`src/common/axi_lite_pkg.sv`:
```
// Shared widths, limits, response codes and channel payload structs for the AXI4-Lite master
package axi_lite_pkg;

   ////////////////////////////////////////
   // Bus geometry
   ////////////////////////////////////////

   // Byte address on AW and AR
   localparam int addr_width = 32;

   // Single data lane
   localparam int data_width = 32;

   // One strobe per data byte
   localparam int strb_width = data_width / 8;

   // Responses that may be pending on each path
   localparam int max_outstanding = 4;

   // Wide enough to hold max_outstanding itself
   typedef logic [2:0] count_t;

   ////////////////////////////////////////
   // Response codes
   ////////////////////////////////////////

   // BRESP / RRESP encoding as on the bus
   typedef enum logic [1:0] {
      resp_okay   = 2'b00,
      resp_slverr = 2'b10
   } resp_t;

   ////////////////////////////////////////
   // Channel payloads
   ////////////////////////////////////////

   // AW and AR beat, address only in AXI4-Lite
   typedef struct packed {
      logic [addr_width-1:0] addr;
   } addr_beat_t;

   // W beat
   typedef struct packed {
      logic [data_width-1:0] data;
      logic [strb_width-1:0] strb;
   } wdata_beat_t;

   // B beat
   typedef struct packed {
      resp_t resp;
   } wresp_beat_t;

   // R beat
   typedef struct packed {
      logic [data_width-1:0] data;
      resp_t                 resp;
   } rdata_beat_t;

   // User write command
   // Split later into one AW and one W beat
   typedef struct packed {
      logic [addr_width-1:0] addr;
      logic [data_width-1:0] data;
      logic [strb_width-1:0] strb;
   } wr_cmd_t;

endpackage

```
`src/design/channel_buffer.sv`:
```
// Two-entry valid/ready buffer with registered outputs, placed on each AXI4-Lite channel
`timescale 1ns/1ps

module channel_buffer #(
   parameter type payload_t = logic
) (
   input  logic     clk,
   input  logic     reset,

   // Upstream side
   input  logic     in_valid,
   output logic     in_ready,
   input  payload_t in_data,

   // Downstream side
   output logic     out_valid,
   input  logic     out_ready,
   output payload_t out_data
);

   // Spill entry holds a beat that arrived while the output stalled
   logic     spill_valid;
   payload_t spill_data;

   logic     in_fire;
   logic     out_free;

   ////////////////////////////////////////
   // Handshake terms
   ////////////////////////////////////////

   assign in_fire = in_valid && in_ready;

   // Primary entry empty or draining this edge
   assign out_free = !out_valid || out_ready;

   // Straight from a flop, so no path from out_ready
   assign in_ready = !spill_valid;

   ////////////////////////////////////////
   // Occupancy
   ////////////////////////////////////////

   always_ff @(posedge clk)
   begin
      if (reset)
      begin
         out_valid   <= 1'b0;
         spill_valid <= 1'b0;
      end
      else if (out_free)
      begin
         // Spill drains first, else the new beat goes straight through
         out_valid   <= spill_valid || in_fire;
         spill_valid <= 1'b0;
      end
      else if (in_fire)
      begin
         // Output stalled, park the beat
         spill_valid <= 1'b1;
      end
   end

   // Payload path
   always_ff @(posedge clk)
   begin
      if (out_free)
      begin
         if (spill_valid)
            out_data <= spill_data;
         else if (in_fire)
            out_data <= in_data;
      end
      else if (in_fire)
      begin
         spill_data <= in_data;
      end
   end

endmodule

```
`src/write_path/write_issuer.sv`:
```
// Write command front end that feeds the AW and W buffers and returns B status to the user
`timescale 1ns/1ps

module write_issuer (
   input  logic                      clk,
   input  logic                      reset,

   // User write command
   input  logic                      cmd_valid,
   output logic                      cmd_ready,
   input  axi_lite_pkg::wr_cmd_t     cmd,

   // Into the aw buffer
   output logic                      aw_valid,
   input  logic                      aw_ready,
   output axi_lite_pkg::addr_beat_t  aw_data,

   // Into the w buffer
   output logic                      w_valid,
   input  logic                      w_ready,
   output axi_lite_pkg::wdata_beat_t w_data,

   // Out of the b buffer
   input  logic                      b_valid,
   output logic                      b_ready,

   // User write response handshake
   output logic                      rsp_valid,
   input  logic                      rsp_ready
);

   axi_lite_pkg::count_t count;
   logic                 below_limit;
   logic                 accept;
   logic                 retire;

   ////////////////////////////////////////
   // Command acceptance
   ////////////////////////////////////////

   // Room for one more pending response
   assign below_limit = count < axi_lite_pkg::count_t'(axi_lite_pkg::max_outstanding);

   // Both beats must fit in the same cycle
   assign cmd_ready = aw_ready && w_ready && below_limit;
   assign accept    = cmd_valid && cmd_ready;

   // Each valid is gated by the other channel's ready only
   // so both beats always transfer together
   assign aw_valid = cmd_valid && w_ready && below_limit;
   assign w_valid  = cmd_valid && aw_ready && below_limit;

   // Split the command into its two beats
   assign aw_data.addr = cmd.addr;
   assign w_data.data  = cmd.data;
   assign w_data.strb  = cmd.strb;

   ////////////////////////////////////////
   // Response return
   ////////////////////////////////////////

   // B payload goes from the buffer to the user port directly
   assign rsp_valid = b_valid;
   assign b_ready   = rsp_ready;

   // Write retires once its status reaches the user
   assign retire = rsp_valid && rsp_ready;

   // Outstanding write count
   always_ff @(posedge clk)
   begin
      if (reset)
      begin
         count <= '0;
      end
      else if (accept && !retire)
      begin
         count <= count + axi_lite_pkg::count_t'(1);
      end
      else if (retire && !accept)
      begin
         count <= count - axi_lite_pkg::count_t'(1);
      end
   end

endmodule

```
`src/read_path/read_issuer.sv`:
```
// Read command front end that feeds the AR buffer and returns R data to the user
`timescale 1ns/1ps

module read_issuer (
   input  logic                     clk,
   input  logic                     reset,

   // User read command
   input  logic                     cmd_valid,
   output logic                     cmd_ready,
   input  axi_lite_pkg::addr_beat_t cmd,

   // Into the ar buffer
   output logic                     ar_valid,
   input  logic                     ar_ready,
   output axi_lite_pkg::addr_beat_t ar_data,

   // Out of the r buffer
   input  logic                     r_valid,
   output logic                     r_ready,

   // User read response handshake
   output logic                     rsp_valid,
   input  logic                     rsp_ready
);

   axi_lite_pkg::count_t count;
   logic                 below_limit;
   logic                 accept;
   logic                 retire;

   // Room for one more pending read
   assign below_limit = count < axi_lite_pkg::count_t'(axi_lite_pkg::max_outstanding);

   // Valid never looks at ar_ready
   assign ar_valid  = cmd_valid && below_limit;
   assign cmd_ready = ar_ready && below_limit;
   assign accept    = cmd_valid && cmd_ready;
   assign ar_data   = cmd;

   // R payload bypasses this block
   assign rsp_valid = r_valid;
   assign r_ready   = rsp_ready;
   assign retire    = rsp_valid && rsp_ready;

   // Outstanding read count
   always_ff @(posedge clk)
   begin
      if (reset)
      begin
         count <= '0;
      end
      else if (accept && !retire)
      begin
         count <= count + axi_lite_pkg::count_t'(1);
      end
      else if (retire && !accept)
      begin
         count <= count - axi_lite_pkg::count_t'(1);
      end
   end

endmodule

```
`src/design/axi_lite_master_top.sv`:
```
// Command-driven AXI4-Lite master, user command and response ports on one side, AXI on the other
`timescale 1ns/1ps

module axi_lite_master_top (
   input  logic                      clk,
   input  logic                      reset,

   // User write command and status
   input  logic                      wr_cmd_valid,
   output logic                      wr_cmd_ready,
   input  axi_lite_pkg::wr_cmd_t     wr_cmd,
   output logic                      wr_rsp_valid,
   input  logic                      wr_rsp_ready,
   output axi_lite_pkg::wresp_beat_t wr_rsp,

   // User read command and data
   input  logic                      rd_cmd_valid,
   output logic                      rd_cmd_ready,
   input  axi_lite_pkg::addr_beat_t  rd_cmd,
   output logic                      rd_rsp_valid,
   input  logic                      rd_rsp_ready,
   output axi_lite_pkg::rdata_beat_t rd_rsp,

   // AXI4-Lite write channels
   output logic                      awvalid,
   input  logic                      awready,
   output axi_lite_pkg::addr_beat_t  aw,
   output logic                      wvalid,
   input  logic                      wready,
   output axi_lite_pkg::wdata_beat_t w,
   input  logic                      bvalid,
   output logic                      bready,
   input  axi_lite_pkg::wresp_beat_t b,

   // AXI4-Lite read channels
   output logic                      arvalid,
   input  logic                      arready,
   output axi_lite_pkg::addr_beat_t  ar,
   input  logic                      rvalid,
   output logic                      rready,
   input  axi_lite_pkg::rdata_beat_t r
);

   ////////////////////////////////////////
   // Issuer to buffer wiring
   ////////////////////////////////////////

   logic                      aw_in_valid;
   logic                      aw_in_ready;
   axi_lite_pkg::addr_beat_t  aw_in_data;
   logic                      w_in_valid;
   logic                      w_in_ready;
   axi_lite_pkg::wdata_beat_t w_in_data;
   logic                      b_out_valid;
   logic                      b_out_ready;
   logic                      ar_in_valid;
   logic                      ar_in_ready;
   axi_lite_pkg::addr_beat_t  ar_in_data;
   logic                      r_out_valid;
   logic                      r_out_ready;

   // Write path
   write_issuer u_write_issuer (
      .clk       (clk),
      .reset     (reset),
      .cmd_valid (wr_cmd_valid),
      .cmd_ready (wr_cmd_ready),
      .cmd       (wr_cmd),
      .aw_valid  (aw_in_valid),
      .aw_ready  (aw_in_ready),
      .aw_data   (aw_in_data),
      .w_valid   (w_in_valid),
      .w_ready   (w_in_ready),
      .w_data    (w_in_data),
      .b_valid   (b_out_valid),
      .b_ready   (b_out_ready),
      .rsp_valid (wr_rsp_valid),
      .rsp_ready (wr_rsp_ready)
   );

   // Read path
   read_issuer u_read_issuer (
      .clk       (clk),
      .reset     (reset),
      .cmd_valid (rd_cmd_valid),
      .cmd_ready (rd_cmd_ready),
      .cmd       (rd_cmd),
      .ar_valid  (ar_in_valid),
      .ar_ready  (ar_in_ready),
      .ar_data   (ar_in_data),
      .r_valid   (r_out_valid),
      .r_ready   (r_out_ready),
      .rsp_valid (rd_rsp_valid),
      .rsp_ready (rd_rsp_ready)
   );

   ////////////////////////////////////////
   // Channel buffers
   ////////////////////////////////////////

   // Outgoing channels
   channel_buffer #(.payload_t(axi_lite_pkg::addr_beat_t)) aw_buffer (
      .clk (clk), .reset (reset),
      .in_valid (aw_in_valid), .in_ready (aw_in_ready), .in_data (aw_in_data),
      .out_valid (awvalid), .out_ready (awready), .out_data (aw)
   );

   channel_buffer #(.payload_t(axi_lite_pkg::wdata_beat_t)) w_buffer (
      .clk (clk), .reset (reset),
      .in_valid (w_in_valid), .in_ready (w_in_ready), .in_data (w_in_data),
      .out_valid (wvalid), .out_ready (wready), .out_data (w)
   );

   channel_buffer #(.payload_t(axi_lite_pkg::addr_beat_t)) ar_buffer (
      .clk (clk), .reset (reset),
      .in_valid (ar_in_valid), .in_ready (ar_in_ready), .in_data (ar_in_data),
      .out_valid (arvalid), .out_ready (arready), .out_data (ar)
   );

   // Incoming channels, payload lands on the user response ports
   channel_buffer #(.payload_t(axi_lite_pkg::wresp_beat_t)) b_buffer (
      .clk (clk), .reset (reset),
      .in_valid (bvalid), .in_ready (bready), .in_data (b),
      .out_valid (b_out_valid), .out_ready (b_out_ready), .out_data (wr_rsp)
   );

   channel_buffer #(.payload_t(axi_lite_pkg::rdata_beat_t)) r_buffer (
      .clk (clk), .reset (reset),
      .in_valid (rvalid), .in_ready (rready), .in_data (r),
      .out_valid (r_out_valid), .out_ready (r_out_ready), .out_data (rd_rsp)
   );

endmodule

```
`config.mk`:
```
export PLATFORM = sky130hd
export DESIGN_NAME = axi_lite_master_top
export DESIGN_NICKNAME = d
export VERILOG_FILES = /design/src/common/axi_lite_pkg.sv /design/src/design/channel_buffer.sv /design/src/write_path/write_issuer.sv /design/src/read_path/read_issuer.sv /design/src/design/axi_lite_master_top.sv
export SDC_FILE = /design/constraint.sdc
export NUM_CORES = 1
export LEC_CHECK = 0
export BUFFER_PORTS_ARGS = -buffer_cell sky130_fd_sc_hd__buf_2
export CORE_ASPECT_RATIO = 1.4
export CORE_MARGIN = 3
export CORE_UTILIZATION = 52
export CTS_BUF_LIST = sky130_fd_sc_hd__clkbuf_4 sky130_fd_sc_hd__clkbuf_8 sky130_fd_sc_hd__clkbuf_16
export CTS_CLUSTER_DIAMETER = 150
export DETAILED_ROUTE_END_ITERATION = 10
export PLACE_DENSITY_LB_ADDON = 0.15
export SYNTH_ARGS = -nofsm -noshare
export SYNTH_HDL_FRONTEND = slang
export SYNTH_SLANG_ARGS = --single-unit
```
`constraint.sdc`:
```
create_clock -name clk -period 5 [get_ports clk]
set_clock_uncertainty 0.05 [all_clocks]
set_input_delay 0.75 -clock clk [delete_from_list [all_inputs] [get_ports clk]]
set_output_delay 0.75 -clock clk [all_outputs]
set_load 0.02 [all_outputs]
```
==> impl_metrics.ini <==
[critical_path]
required_ns = 4.20
endpoint_kind = output pin
cp.arrival_ns = 1.82
cp_max_fo = 39
startpoint_type = flip-flop
reg2reg_depth = 9
rrSetupSlack_ns = 2.40
r2r_start = w_buffer.spill_valid
worstReg2RegEnd = u_write_issuer.count[2]
critPathKind = flip-flop to output pin

[global_routing]
grt_overflow = 0
grt_first_pass_wirelength_mm = 31.8
first_global_vias = 5975
track_usage_pct = 18.0
antenna_found_initial = 1
grt_max_degree = 40

[final_layout]
stdcell_count = 1091
seq_area_sq_um = 8490
post-route-util_pct = 66.2
drive_gt1_share_pct = 58.2
multiInputGateArea_sq_um = 1990
fillCellCount = 1369
area_growth_pct = 24.7
fin_nets = 969

[clock_network]
cts_tree = yes
clockBufferDepth = 3
clock_sinks = 288
cts_setup_buffers = 0
clk_pin_slew_ns = 0.07
cts-root-buf = clkbuf_16
cts_hold_buf = 0
cts_buffers = 27
htreeDepth = 1
ctsResizeCount = 0
clk_latency_ns = 0.51

[outcome]
status = finished, final reports clean

[timing]
setup_tns_ns = 0
period_needed_ns = 2.62
setup_viol = 0
slew_headroom_pct = 23.4
maxSlewViolCount = 0
fmax_mhz = 382
fin_crit_sh_pct = 52.3
worst_pin_slew_ns = 1.15
rsz0062_at_grt = false
hold_viol_final = 0

[route]
drt-total-wl_mm = 20.7
vias_per_cell = 5.14
drt-wirelength-per-cell_microns = 19.0
drt_iter0_drc = 376
drc = 0
num_vias = 5604
ant_nets = 0
dr.pass1.iters = 4

[yosys]
yosysSeqAreaShare_pct = 79.9
synthArstFlopShare_pct = 0
syn-cell-area_sq_um = 10600
yosysWarnings = 0
synth_cell_types = 27
yosysTopAreaCell = edfxtp_1
synth_cells = 509
ys.flop_type = edfxtp_1
synth_seq_cells = 288
synth_edf_count = 272
synth_common_cells = 272 x edfxtp_1, 127 x mux2_2, 16 x dfxtp_1
avgSynthCellArea_sq_um = 20.9
synth_top_area_share_pct = 76.9
synth.area.top_cells = edfxtp_1 77%, mux2_2 13%, dfxtp_1 3.0%
synthesis.nets = 660
synth.most_common_cell = edfxtp_1

[floorplanning]
die_y_microns = 175
io-pin-count = 292
fp.dieArea_sq_um = 22200
core-area_sq_um = 20000
chipWidth_microns = 127
initial_core_util_pct = 53.1
row_count = 61

[place]
dp_hpwl_mm = 14.4
io_buffers = 291
placedCellCount = 1041
gp_congestion = 0.811

[power_and_ir_drop]
power_density_nw_per_um2 = 446
power_leakage_nw = 5.00
peakVddDrop_uv = 293

[run]
max_cap_viol_count = 0

[worst_hold_path]
min_from = r[2]
hold_end = r_buffer.spill_data[2]
hold_path_depth = 1
hp-class = input port to flip-flop
-- per-stage QoR --
| stage | power, mW | hold WS, ns | worst slack, ns | cell area [sq um] |
|---|---|---|---|---|
| 2_1_floorplan | 3.59 | 0.434 | 0.980 | 10600 |
| 3_3_place_gp | 3.89 | 0.448 | 2.45 | 12300 |
| 3_5_place_dp | 3.92 | 0.467 | 2.38 | 12300 |
| 4_1_cts | 5.98 | 0.344 | 2.32 | 13200 |
| 5_1_grt | 6.15 | 0.350 | 2.23 | 13200 |
| 6_report | 5.91 | 0.368 | 2.38 | 13200 |
-- power by group --
group          total, mW  internal (mW)  switching [mW]  leakage [nW]
Combinational      0.823          0.286           0.537          1.88
Clock               2.05           1.23           0.820         0.449
Sequential          3.03           2.95          0.0856          2.67
-- registers in the layout (all words and copies together), names as in the netlist, 2 cells and up --
name / flops
w_buffer.out_data: 36
w_buffer.spill_data: 36
r_buffer.out_data: 34
r_buffer.spill_data: 34
ar_buffer.out_data: 32
ar_buffer.spill_data: 32
aw_buffer.out_data: 32
aw_buffer.spill_data: 32
u_read_issuer.count: 3
u_write_issuer.count: 3
b_buffer.out_data: 2
b_buffer.spill_data: 2
-- area by class of cell --
class / count / share of cell area, %
Inverter: 9 / 0.255
Clock buffer: 37 / 5.86
Clock inverter: 12 / 0.983
Sequential cell: 288 / 64.1
Tap cell: 252 / 2.38
Timing Repair Buffer: 298 / 11.4
Multi-Input combinational cell: 194 / 15.0
Antenna cell: 1 / 0.0189
-- cell families (layout without fill, tap and decap cells) --
| logic type | Yosys count | in the layout | synth area share [%] |
|---|---|---|---|
| other | 0 | 1 | 0 |
| AO/OA/AOI/OAI | 17 | 17 | 0.919 |
| adder cells (fa/ha/maj) | 4 | 4 | 0.613 |
| buffers and inverters | 27 | 356 | 1.85 |
| multiplexers | 138 | 138 | 14.9 |
| XOR/XNOR | 4 | 4 | 0.330 |
| flip-flops | 288 | 288 | 79.9 |
| AND/OR/NAND/NOR | 31 | 31 | 1.45 |
-- worst max-delay path: stages, from the launching register on --
cell     delay (ns)
dfxtp_2        1.00
nor3_2         0.10
buf_2          0.20
-- worst max path at each step --
stage	slack, ns	endpoint	depth (start not counted)	startpoint
after detailed placement	2.38	u_write_issuer.count[2]	9	w_buffer.spill_valid
after global routing	2.23	u_write_issuer.count[2]	9	w_buffer.spill_valid
after CTS	2.32	wr_cmd_ready	2	w_buffer.spill_valid
final	2.38	wr_cmd_ready	2	w_buffer.spill_valid
after global placement	2.45	u_write_issuer.count[2]	9	w_buffer.spill_valid
after floorplan	0.98	r_buffer.spill_data[0]	2	rd_rsp_ready
-- layer usage --
metal  track usage (%)  routed length, microns
met1              22.0                    7850
met2              30.7                   10600
met3              5.57                    1800
met4              5.72                     487
met5                 0                       0
-- placed cells by master, fill, tap and decap left out, drive strengths merged, types with 3 or more instances in the layout --
cell type  Yosys  final
clkbuf         1     37
buf           17    298
clkinv         0      8
bufinv         0      3
dfxtp         16     16
nand2          6      6
nor3           6      6
a21oi         13     13
edfxtp       272    272
mux2         136    136
xor2           4      4
inv            9      9
nor2          11     11
Power figures use the tool's default switching activity.
